===== config.mk =====
export PLATFORM = sky130hd
export DESIGN_NAME = issue_buffer
export DESIGN_NICKNAME = d
export VERILOG_FILES = /design/src/verilog/ib_pkg.sv /design/src/verilog/ib_alu_lane.sv /design/src/verilog/ib_queue.sv /design/src/verilog/issue_buffer.sv
export SDC_FILE = /design/constraint.sdc
export NUM_CORES = 2
export LEC_CHECK = 0
export ABC_AREA = 1
export BUFFER_PORTS_ARGS = -buffer_cell sky130_fd_sc_hd__buf_2
export CAP_MARGIN = 15
export CORE_MARGIN = 5
export CORE_UTILIZATION = 46
export DETAILED_ROUTE_END_ITERATION = 16
export PLACE_DENSITY = 0.74
export SYNTH_ARGS = -nofsm -noshare
export SYNTH_HDL_FRONTEND = slang
export SYNTH_SLANG_ARGS = --single-unit

===== constraint.sdc =====
create_clock -name clk_i -period 8.8 [get_ports clk_i]
set_clock_uncertainty 0.05 [all_clocks]
set_input_delay 0.88 -clock clk_i [delete_from_list [all_inputs] [get_ports clk_i]]
set_output_delay 0.88 -clock clk_i [all_outputs]
set_load 0.02 [all_outputs]

===== src/verilog/ib_pkg.sv =====
// ------------------------------------------------
// Shared sizes and types of the integer issue path
// IB_DEPTH must be a power of two, IS_NUM and ALU_NUM
// no larger than IB_DEPTH
// ------------------------------------------------
package ib_pkg;

    // Sizes
    localparam int IB_DEPTH   = 8;
    localparam int IS_NUM     = 2;
    localparam int ALU_NUM    = 2;
    localparam int THREAD_NUM = 2;
    localparam int IB_IDX_W   = $clog2(IB_DEPTH);
    localparam int IB_CNT_W   = IB_IDX_W + 1;
    localparam int TAG_W      = 8;

    // ALU operations, 3-bit encoding
    typedef enum logic [2:0] {
        ALU_ADD,
        ALU_SUB,
        ALU_AND,
        ALU_OR,
        ALU_XOR,
        ALU_SLL,
        ALU_SRL
    } alu_op_e;

    // Second operand word, register value or 12-bit immediate
    typedef union packed {
        logic [31:0] reg_val;
        struct packed {
            logic        [19:0] pad;
            logic signed [11:0] value;
        } imm;
    } alu_operand_u;

    // Instruction as held in the queue
    typedef struct packed {
        logic         live;
        logic         thread_idx;
        logic [TAG_W-1:0] tag;
        alu_op_e      op;
        logic         use_imm;
        logic [31:0]  src_a;
        alu_operand_u src_b;
    } is_inst_t;

    // One flag per mispredicting thread
    typedef struct packed {
        logic [THREAD_NUM-1:0] valid;
    } br_mis_t;

    // Finished result
    typedef struct packed {
        logic             thread_idx;
        logic [TAG_W-1:0] tag;
        logic [31:0]      value;
    } alu_res_t;

endpackage


===== src/verilog/ib_alu_lane.sv =====
// ------------------------------------------------
// Single-cycle ALU lane with one registered result
// Result held while res_ready_i is low
// ------------------------------------------------
`timescale 1ns/100ps

module ib_alu_lane import ib_pkg::*; (
    input  logic     clk_i,
    input  logic     rst_i,
    // Instruction from the queue
    input  logic     inst_valid_i,
    output logic     inst_ready_o,
    input  is_inst_t inst_i,
    // Squash and flush
    input  br_mis_t  br_mis_i,
    input  logic     exception_i,
    // Result
    output logic     res_valid_o,
    input  logic     res_ready_i,
    output alu_res_t res_o
);

    logic        res_valid_q;
    alu_res_t    res_q;
    logic        accept;
    logic        in_kill;
    logic        held_kill;
    logic [31:0] opnd_b;
    logic [31:0] alu_out;

    // Free when empty or when the held result leaves now
    assign inst_ready_o = ~res_valid_q | res_ready_i;
    assign accept       = inst_valid_i & inst_ready_o;

    assign in_kill   = ~inst_i.live | br_mis_i.valid[inst_i.thread_idx];
    assign held_kill = br_mis_i.valid[res_q.thread_idx];

    // Second operand, register word or sign-extended immediate
    assign opnd_b = inst_i.use_imm ?
                    {{20{inst_i.src_b.imm.value[11]}}, inst_i.src_b.imm.value} :
                    inst_i.src_b.reg_val;

    always_comb begin
        case (inst_i.op)
            ALU_ADD: alu_out = inst_i.src_a + opnd_b;
            ALU_SUB: alu_out = inst_i.src_a - opnd_b;
            ALU_AND: alu_out = inst_i.src_a & opnd_b;
            ALU_OR:  alu_out = inst_i.src_a | opnd_b;
            ALU_XOR: alu_out = inst_i.src_a ^ opnd_b;
            // Shift amount from low 5 bits
            ALU_SLL: alu_out = inst_i.src_a << opnd_b[4:0];
            ALU_SRL: alu_out = inst_i.src_a >> opnd_b[4:0];
            default: alu_out = '0;
        endcase
    end

    // ------------------------------------------------
    // Result register
    // ------------------------------------------------
    always_ff @(posedge clk_i) begin
        if (rst_i || exception_i) begin
            res_valid_q <= 1'b0;
        end else if (accept) begin
            // Non-live or squashed work gives no result
            res_valid_q <= ~in_kill;
        end else if (res_valid_q && (res_ready_i || held_kill)) begin
            res_valid_q <= 1'b0;
        end
    end

    // Payload loads only on acceptance
    always_ff @(posedge clk_i) begin
        if (accept) begin
            res_q.thread_idx <= inst_i.thread_idx;
            res_q.tag        <= inst_i.tag;
            res_q.value      <= alu_out;
        end
    end

    assign res_valid_o = res_valid_q;
    assign res_o       = res_q;

endmodule


===== src/verilog/ib_queue.sv =====
// ------------------------------------------------
// Circular issue queue, IS_NUM pushes and ALU_NUM pops per cycle
// Push lanes must be valid from lane 0 up, pop readiness contiguous
// Squashed entries keep their slot with live cleared
// ------------------------------------------------
`timescale 1ns/100ps

module ib_queue import ib_pkg::*; (
    input  logic                     clk_i,
    input  logic                     rst_i,
    // Push side
    input  logic     [IS_NUM-1:0]    s_valid_i,
    output logic     [IS_NUM-1:0]    s_ready_o,
    input  is_inst_t [IS_NUM-1:0]    s_data_i,
    // Pop side
    output logic     [ALU_NUM-1:0]   m_valid_o,
    input  logic     [ALU_NUM-1:0]   m_ready_i,
    output is_inst_t [ALU_NUM-1:0]   m_data_o,
    // Squash and flush
    input  br_mis_t                  br_mis_i,
    input  logic                     exception_i
);

    // Pointers with wrap bits
    logic [IB_IDX_W-1:0] head_q;
    logic [IB_IDX_W-1:0] tail_q;
    logic                head_wrap_q;
    logic                tail_wrap_q;

    // Pointer sums before the modulo step
    logic [IB_CNT_W-1:0] head_sum;
    logic [IB_CNT_W-1:0] tail_sum;

    // Per-cycle counts
    logic [IB_CNT_W-1:0] push_cnt;
    logic [IB_CNT_W-1:0] pop_cnt;
    logic [IB_CNT_W-1:0] stored_cnt;
    logic [IB_CNT_W-1:0] free_cnt;

    logic [IS_NUM-1:0]   push_en;
    logic [ALU_NUM-1:0]  pop_en;

    logic [IS_NUM-1:0][IB_IDX_W-1:0]  push_idx;
    logic [ALU_NUM-1:0][IB_IDX_W-1:0] pop_idx;

    // Entry storage and write steering
    is_inst_t            entry_q [IB_DEPTH];
    is_inst_t            wr_data [IB_DEPTH];
    logic [IB_DEPTH-1:0] wr_en;

    // Index a fixed offset past a pointer, modulo IB_DEPTH
    function automatic logic [IB_IDX_W-1:0] wrap_add(
        input logic [IB_IDX_W-1:0] ptr,
        input int                  off
    );
        logic [IB_CNT_W-1:0] sum;
        sum = {1'b0, ptr} + IB_CNT_W'(off);
        if (sum >= IB_CNT_W'(IB_DEPTH)) begin
            sum = sum - IB_CNT_W'(IB_DEPTH);
        end
        return IB_IDX_W'(sum);
    endfunction

    // ------------------------------------------------
    // Handshakes and counts
    // ------------------------------------------------
    assign push_en = s_valid_i & s_ready_o;
    assign pop_en  = m_valid_o & m_ready_i;

    always_comb begin
        push_cnt = '0;
        for (int i = 0; i < IS_NUM; i++) begin
            push_cnt = push_cnt + IB_CNT_W'(push_en[i]);
        end
        pop_cnt = '0;
        for (int k = 0; k < ALU_NUM; k++) begin
            pop_cnt = pop_cnt + IB_CNT_W'(pop_en[k]);
        end
    end

    // Stored entries from pointers and wrap bits
    always_comb begin
        if (head_wrap_q == tail_wrap_q) begin
            stored_cnt = {1'b0, tail_q} - {1'b0, head_q};
        end else begin
            stored_cnt = IB_CNT_W'(IB_DEPTH) - {1'b0, head_q} + {1'b0, tail_q};
        end
    end

    // Slots popped this cycle count as free
    assign free_cnt = IB_CNT_W'(IB_DEPTH) - stored_cnt + pop_cnt;

    // ------------------------------------------------
    // Pointer update
    // ------------------------------------------------
    assign head_sum = {1'b0, head_q} + pop_cnt;
    assign tail_sum = {1'b0, tail_q} + push_cnt;

    always_ff @(posedge clk_i) begin
        if (rst_i || exception_i) begin
            head_q      <= '0;
            tail_q      <= '0;
            head_wrap_q <= 1'b0;
            tail_wrap_q <= 1'b0;
        end else begin
            // Wrap past the last entry flips the wrap bit
            if (head_sum >= IB_CNT_W'(IB_DEPTH)) begin
                head_q      <= IB_IDX_W'(head_sum - IB_CNT_W'(IB_DEPTH));
                head_wrap_q <= ~head_wrap_q;
            end else begin
                head_q <= IB_IDX_W'(head_sum);
            end
            if (tail_sum >= IB_CNT_W'(IB_DEPTH)) begin
                tail_q      <= IB_IDX_W'(tail_sum - IB_CNT_W'(IB_DEPTH));
                tail_wrap_q <= ~tail_wrap_q;
            end else begin
                tail_q <= IB_IDX_W'(tail_sum);
            end
        end
    end

    // ------------------------------------------------
    // Push steering
    // ------------------------------------------------
    always_comb begin
        for (int e = 0; e < IB_DEPTH; e++) begin
            wr_data[e] = '0;
        end
        wr_en = '0;
        for (int i = 0; i < IS_NUM; i++) begin
            // Ready only below the free count, never on own valid
            s_ready_o[i] = (IB_CNT_W'(i) < free_cnt);
            push_idx[i]  = wrap_add(tail_q, i);
            if (push_en[i]) begin
                wr_en[push_idx[i]]   = 1'b1;
                wr_data[push_idx[i]] = s_data_i[i];
                // Squash of the same cycle also hits incoming work
                wr_data[push_idx[i]].live =
                    s_data_i[i].live & ~br_mis_i.valid[s_data_i[i].thread_idx];
            end
        end
    end

    // ------------------------------------------------
    // Pop lanes, lane k shows entry k past head
    // ------------------------------------------------
    always_comb begin
        for (int k = 0; k < ALU_NUM; k++) begin
            pop_idx[k]   = wrap_add(head_q, k);
            m_valid_o[k] = (IB_CNT_W'(k) < stored_cnt);
            m_data_o[k]  = entry_q[pop_idx[k]];
        end
    end

    // ------------------------------------------------
    // Entry storage
    // ------------------------------------------------
    always_ff @(posedge clk_i) begin
        for (int e = 0; e < IB_DEPTH; e++) begin
            if (exception_i) begin
                entry_q[e].live <= 1'b0;
            end else if (wr_en[e]) begin
                entry_q[e] <= wr_data[e];
            end else if (br_mis_i.valid[entry_q[e].thread_idx]) begin
                // Slot stays, only the live bit goes
                entry_q[e].live <= 1'b0;
            end
        end
    end

endmodule


===== src/verilog/issue_buffer.sv =====
// ------------------------------------------------
// Integer issue path, queue feeding ALU_NUM lanes
// Push to result at least 2 cycles, longer under stalls
// ------------------------------------------------
`timescale 1ns/100ps

module issue_buffer import ib_pkg::*; (
    input  logic                   clk_i,
    input  logic                   rst_i,
    // Push lanes
    input  logic     [IS_NUM-1:0]  s_valid_i,
    output logic     [IS_NUM-1:0]  s_ready_o,
    input  is_inst_t [IS_NUM-1:0]  s_data_i,
    // Squash and flush
    input  br_mis_t                br_mis_i,
    input  logic                   exception_i,
    // Result lanes
    output logic     [ALU_NUM-1:0] res_valid_o,
    input  logic     [ALU_NUM-1:0] res_ready_i,
    output alu_res_t [ALU_NUM-1:0] res_data_o
);

    // Queue to ALU lane handshake
    logic     [ALU_NUM-1:0] m_valid;
    logic     [ALU_NUM-1:0] m_ready;
    is_inst_t [ALU_NUM-1:0] m_data;

    // ------------------------------------------------
    // Issue queue
    // ------------------------------------------------
    ib_queue u_queue (
        .clk_i       (clk_i),
        .rst_i       (rst_i),
        .s_valid_i   (s_valid_i),
        .s_ready_o   (s_ready_o),
        .s_data_i    (s_data_i),
        .m_valid_o   (m_valid),
        .m_ready_i   (m_ready),
        .m_data_o    (m_data),
        .br_mis_i    (br_mis_i),
        .exception_i (exception_i)
    );

    // ------------------------------------------------
    // ALU lanes, lane k takes pop lane k
    // ------------------------------------------------
    for (genvar k = 0; k < ALU_NUM; k++) begin : g_alu
        ib_alu_lane u_alu (
            .clk_i        (clk_i),
            .rst_i        (rst_i),
            .inst_valid_i (m_valid[k]),
            .inst_ready_o (m_ready[k]),
            .inst_i       (m_data[k]),
            .br_mis_i     (br_mis_i),
            .exception_i  (exception_i),
            .res_valid_o  (res_valid_o[k]),
            .res_ready_i  (res_ready_i[k]),
            .res_o        (res_data_o[k])
        );
    end

endmodule

* Yosys cells after proc, flatten, opt, wreduce, memory -nomap -nowiden *
Memories as Yosys holds them, arrays and structs flattened.
Index checks and enable logic that the tools add are counted.

cells by class
  mux-type cells = 136
  reductions and logical operators = 13
  add/sub/neg operators = 21
  shift operators = 4
  magnitude comparators = 32
  bitwise gates (word level) = 46
  div/mod/pow operators = 0
  equal/unequal tests = 13
  multiply operators = 0

operator list
  kind                                                count
  bitwise mux 624 bit                                 3
  2-to-1 mux 624 bit                                  2
  demux 78 bit (select 3 bit)                         4
  bitwise AND 624 bit                                 1
  case mux 32 bit (7 select lines)                    2
  2-to-1 mux 78 bit                                   4
  2-to-1 mux 1 bit                                    108
  adder 32 bit                                        2
  bitwise AND 32 bit                                  2
  2-to-1 mux 32 bit                                   2
  OR 32 bit                                           2
  << shifter 32 x 5 -> 32 bit                         2
  >> shifter 32 x 5 -> 32 bit                         2
  subtractor 32 bit                                   2
  XOR 32 bit                                          2
  < comparator 1 x 2 -> 1 bit, second input constant  14
  >= comparator 4 bit, second input constant          6
  OR 1 bit                                            20
  == test 3 bit, second input constant                6
  2-to-1 mux 3 bit                                    6
  subtractor 3 x 1 -> 3 bit, second input constant    6
  < comparator 1 x 4 -> 1 bit, first input constant   4
  2-to-1 mux 8 bit                                    2
  == test 3 x 2 -> 1 bit, second input constant       4
  other kinds (25)                                    57

word-level totals
  word-level logic and storage cells = 278
  RAM bits = 624
  output and inout bits = 86
  memories = 1
  latch bits = 0
  input bits = 165
  register bits after elaboration = 92
  bits in read-only memories = 0

memories
  memory           words  bits a word  read ports  clocked after memory_dff  write ports  RTL line        source
  u_queue.entry_q  8      78           10          0                         8            ib_queue.sv:47  is_inst_t entry_q [IB_DEPTH];

* Depth between registers and ports, before layout *
  depth in word-level cells = 17
  depth in mapped cells = 34
  gate-level depth less buffers = 31

* Hierarchy *
A second synthesis with hierarchy kept.

unflattened totals
  cell total of the unflattened synthesis = 7386
  area total of the unflattened synthesis = 55273.0 um2

by module, submodules not included
  module                         cells each  area an instance (um2)  sequential area each (um2)  times used
  ib_queue                       4047        36129.7                 18898.1                     1
  ib_alu_lane at g_alu[0].u_alu  1666        9581.7                  1251.2                      1
  ib_alu_lane at g_alu[1].u_alu  1673        9561.7                  1251.2                      1

* Least setup slack after synthesis *
No wires, ideal clock.

  kind = register -> register
  from = register u_queue.head_q[2]
  to = memory u_queue.entry_q[0][0] (netlist name) (enable)
  arrival time = 8118 ps
  clock period less this slack = 8599 ps
  library setup time = 431 ps
  setup slack = 201 ps
  data required time = 8319 ps
  stages on the path, launching flop included = 28
  path buffers = 6
  path through = dfxtp_1 -> buf_6 -> inv_2 -> buf_2 -> buf_1 -> clkbuf_1 -> ha_1 -> inv_1 -> a21oi_1 -> nor3_1 -> nand2b_1 -> nor2_1 -> a31oi_1 -> ha_1 -> inv_1 -> ha_1 -> inv_1 -> fa_1 -> xor2_1 -> nand4_1 -> nand2_1 -> inv_2 -> buf_2 -> nand2_1 -> buf_2 -> nand2_1 -> nand2_1 -> inv_1

RTL lines
  item                    RTL line         source
  from (decl)             ib_queue.sv:25   logic [IB_IDX_W-1:0] head_q;
  from (signal assigned)  ib_queue.sv:108  head_q <= IB_IDX_W'(head_sum - IB_CNT_W'(IB_DEPTH));
  from (signal assigned)  ib_queue.sv:111  head_q <= IB_IDX_W'(head_sum);
  to (decl)               ib_queue.sv:47

==> results_dict.tcl <==
set metrics [dict create \
    synth_fp_nets 8227 \
    ys_types 66 \
    dr.pass1.iters 10 \
    cts.clk_slew.worst_paths_ps 60 \
    die_w_um 360 \
    worstPathRequired_ps 9090 \
    clk_path_buf_depth 3 \
    grt_pass1_vias 54683 \
    wl_per_cell_um 25.3 \
    end_kind "register" \
    dpl.hpwl_mm 160 \
    async_reset_ff_frac 0 \
    fmax_mhz 145 \
    syn_inst 7843 \
    htree_levels 3 \
    critical_path_class "register to register" \
    ys_warn_count 0 \
    start_kind "register" \
    max-slew-margin-rel 0.214 \
    ys_dominant_reg_cell "edfxtp_1" \
    die_height_um 360 \
    min_period_ps 6910 \
    cts_root_buffer "clkbuf_16" \
    cap_violations 0 \
    grt_pass1_wl_mm 348 \
    routed_wl_mm 239 \
    final_util 0.497 \
    ys_seq_area_frac 0.380 \
    num_rows 128 \
    drtIter0Drc 9560 \
    hold_viol_final 0 \
    antenna_found_initial 6 \
    fp.dieArea_um2 129000 \
    status "complete, no violations" \
    min_period_over_period 0.785 \
    cts_tree "done" \
    cts_num_sinks 716 \
    drc 0 \
    synth_edf_count 706 \
    area_growth_pct 7.51 \
    syn_area_um2 56300 \
    start_util 0.462 \
    rsz0062_at_grt "no" \
    worst_pin_slew_ps 1180 \
    core_area_um2 122000 \
    vias_per_cell 6.29 \
    post_cts_resized 0 \
    path_max_fanout 71 \
    routabilityCongestion 1.00 \
    nets 8148 \
    hold_class "register to register" \
    finalSetupViolations 0 \
    via_count 59452 \
    layout-drive-gt1-share 0.0777 \
    worstSkewPairLatency_ps 670 \
    fin_setup_tns_ps 0 \
    layout_common_cells "nand2_1, nand3_1, inv_1" \
    syn_avg_cell_area_um2 7.17 \
    io_pins 251 \
    placement.io_buffers 250 \
    slew_viol_final 0 \
    grt_overflow 0 \
    cts_hold_buf 0 \
    grt_usage 0.350 \
    synth-seq-cells 716 \
    cts_buffers 80 \
    crit_arrival_ps 7200 \
    grt_max_degree 276 \
    ant_nets 0 \
    post_cts_buffers 0 \
    n_fill_cell 11895 \
    layout_commonest_cell "nand2_1" \
]
[layer usage]
layer | share of wire | vias up | GRT usage
li1 | - | 26628 | -
met1 | 0.37 | 27506 | 0.448
met2 | 0.43 | 4514 | 0.533
met3 | 0.14 | 802 | 0.100
met4 | 0.066 | 2 | 0.197
met5 | 0.000054 | - | 0
[cells in the mapped netlist (11+ instances only)]
cell / instances / share of area
a211oi_1: 14 / 0.0019
a21o_1: 14 / 0.0019
a21oi_1: 258 / 0.023
a221oi_1: 12 / 0.0019
a31oi_1: 31 / 0.0034
and2_1: 51 / 0.0057
buf_1: 44 / 0.0029
buf_2: 213 / 0.019
buf_4: 38 / 0.0051
buf_6: 40 / 0.0080
clkbuf_1: 177 / 0.012
edfxtp_1: 706 / 0.38
ha_1: 213 / 0.047
inv_1: 756 / 0.050
inv_2: 20 / 0.0013
nand2_1: 2569 / 0.17
nand2_2: 20 / 0.0022
nand3_1: 1074 / 0.096
nand4_1: 37 / 0.0041
nor2_1: 296 / 0.020
nor3_1: 20 / 0.0018
o2111ai_1: 17 / 0.0026
o211ai_1: 74 / 0.0099
o21ai_0: 278 / 0.025
o21ai_1: 39 / 0.0035
o21ai_2: 11 / 0.0017
o22ai_1: 620 / 0.069
or2_2: 20 / 0.0022
xor2_1: 60 / 0.0093
[metrics by stage]
stage	worst slack [ps]	hold WS, ps	instances	instance area, um^2
after CTS	1980	457	9447	60500
after floorplan	201	414	7843	56300
after global routing	1510	495	9449	60500
after global placement	1840	426	9305	57900
final	1890	450	9454	60500
after detailed placement	2000	450	9306	58000
[path summary, 6_finish.rpt]
path / startpoint / to / slack [ps] / depth (start not counted)
worst max-delay path: u_queue.head_q[1]$_SDFF_PP0_ / u_queue.entry_q[0][33]$_DFFE_PP_ / 1890 / 23
worst min-delay path: u_queue.tail_wrap_q$_SDFFE_PP0P_ / u_queue.tail_wrap_q$_SDFFE_PP0P_ / 450 / 2
worst min register to register: u_queue.tail_wrap_q$_SDFFE_PP0P_ / u_queue.tail_wrap_q$_SDFFE_PP0P_ / 450 / 2
worst max register to register: u_queue.head_q[1]$_SDFF_PP0_ / u_queue.entry_q[0][33]$_DFFE_PP_ / 1890 / 23
[layout make-up]
| type | instances | area [um^2] | area share |
|---|---|---|---|
| multi-input combinational | 5833 | 29500 | 0.488 |
| sequential | 716 | 21400 | 0.354 |
| inverter | 782 | 2980 | 0.0493 |
| clock buffer | 97 | 2070 | 0.0342 |
| timing repair buffer | 351 | 2040 | 0.0338 |
| tap | 1625 | 2030 | 0.0336 |
| clock inverter | 44 | 443 | 0.00732 |
| antenna | 6 | 15.0 | 0.000248 |
[kinds of logic (layout without fill, tap and decap cells)]
| group | after synthesis | after routing | share of synthesized area |
|---|---|---|---|
| AO/OA/AOI/OAI | 1409 | 1409 | 0.150 |
| XOR/XNOR | 71 | 71 | 0.0114 |
| adder cells (fa/ha/maj) | 219 | 219 | 0.0495 |
| buffers and inverters | 1294 | 1274 | 0.0990 |
| flip-flops | 716 | 716 | 0.380 |
| multiplexers | 2 | 2 | 0.000422 |
| other | 0 | 6 | 0 |
| AND/OR/NAND/NOR | 4132 | 4132 | 0.309 |
[critical path, stage by stage, from the launching register on]
cell      delay (ps)
dfxtp_4          910
inv_6            480
ha_1             440
nand2_1           50
a21oi_1          150
nor3_1            60
nand2b_1         170
nor2_1           220
a22o_1           180
inv_2             40
ha_1             290
inv_1             60
ha_1             130
inv_1             60
fa_1             430
xor2_1           180
nand3_1          120
nand2_1           80
inv_2            400
nand2_4          470
nand2_1          190
nand2_1          120
inv_4            780
buf_4            410
[flip-flops by register name, summed over array words and instances (netlist names)]
register                 cells
g_alu.u_alu.res_valid_o      2
u_queue.head_wrap_q          1
u_queue.tail_wrap_q          1
u_queue.tail_q               3
u_queue.head_q               3
u_queue.entry_q            624
g_alu.u_alu.res_o           82
Power is not shown: default switching activity piles up to over one toggle a cycle in this logic, so the estimate is an artifact.
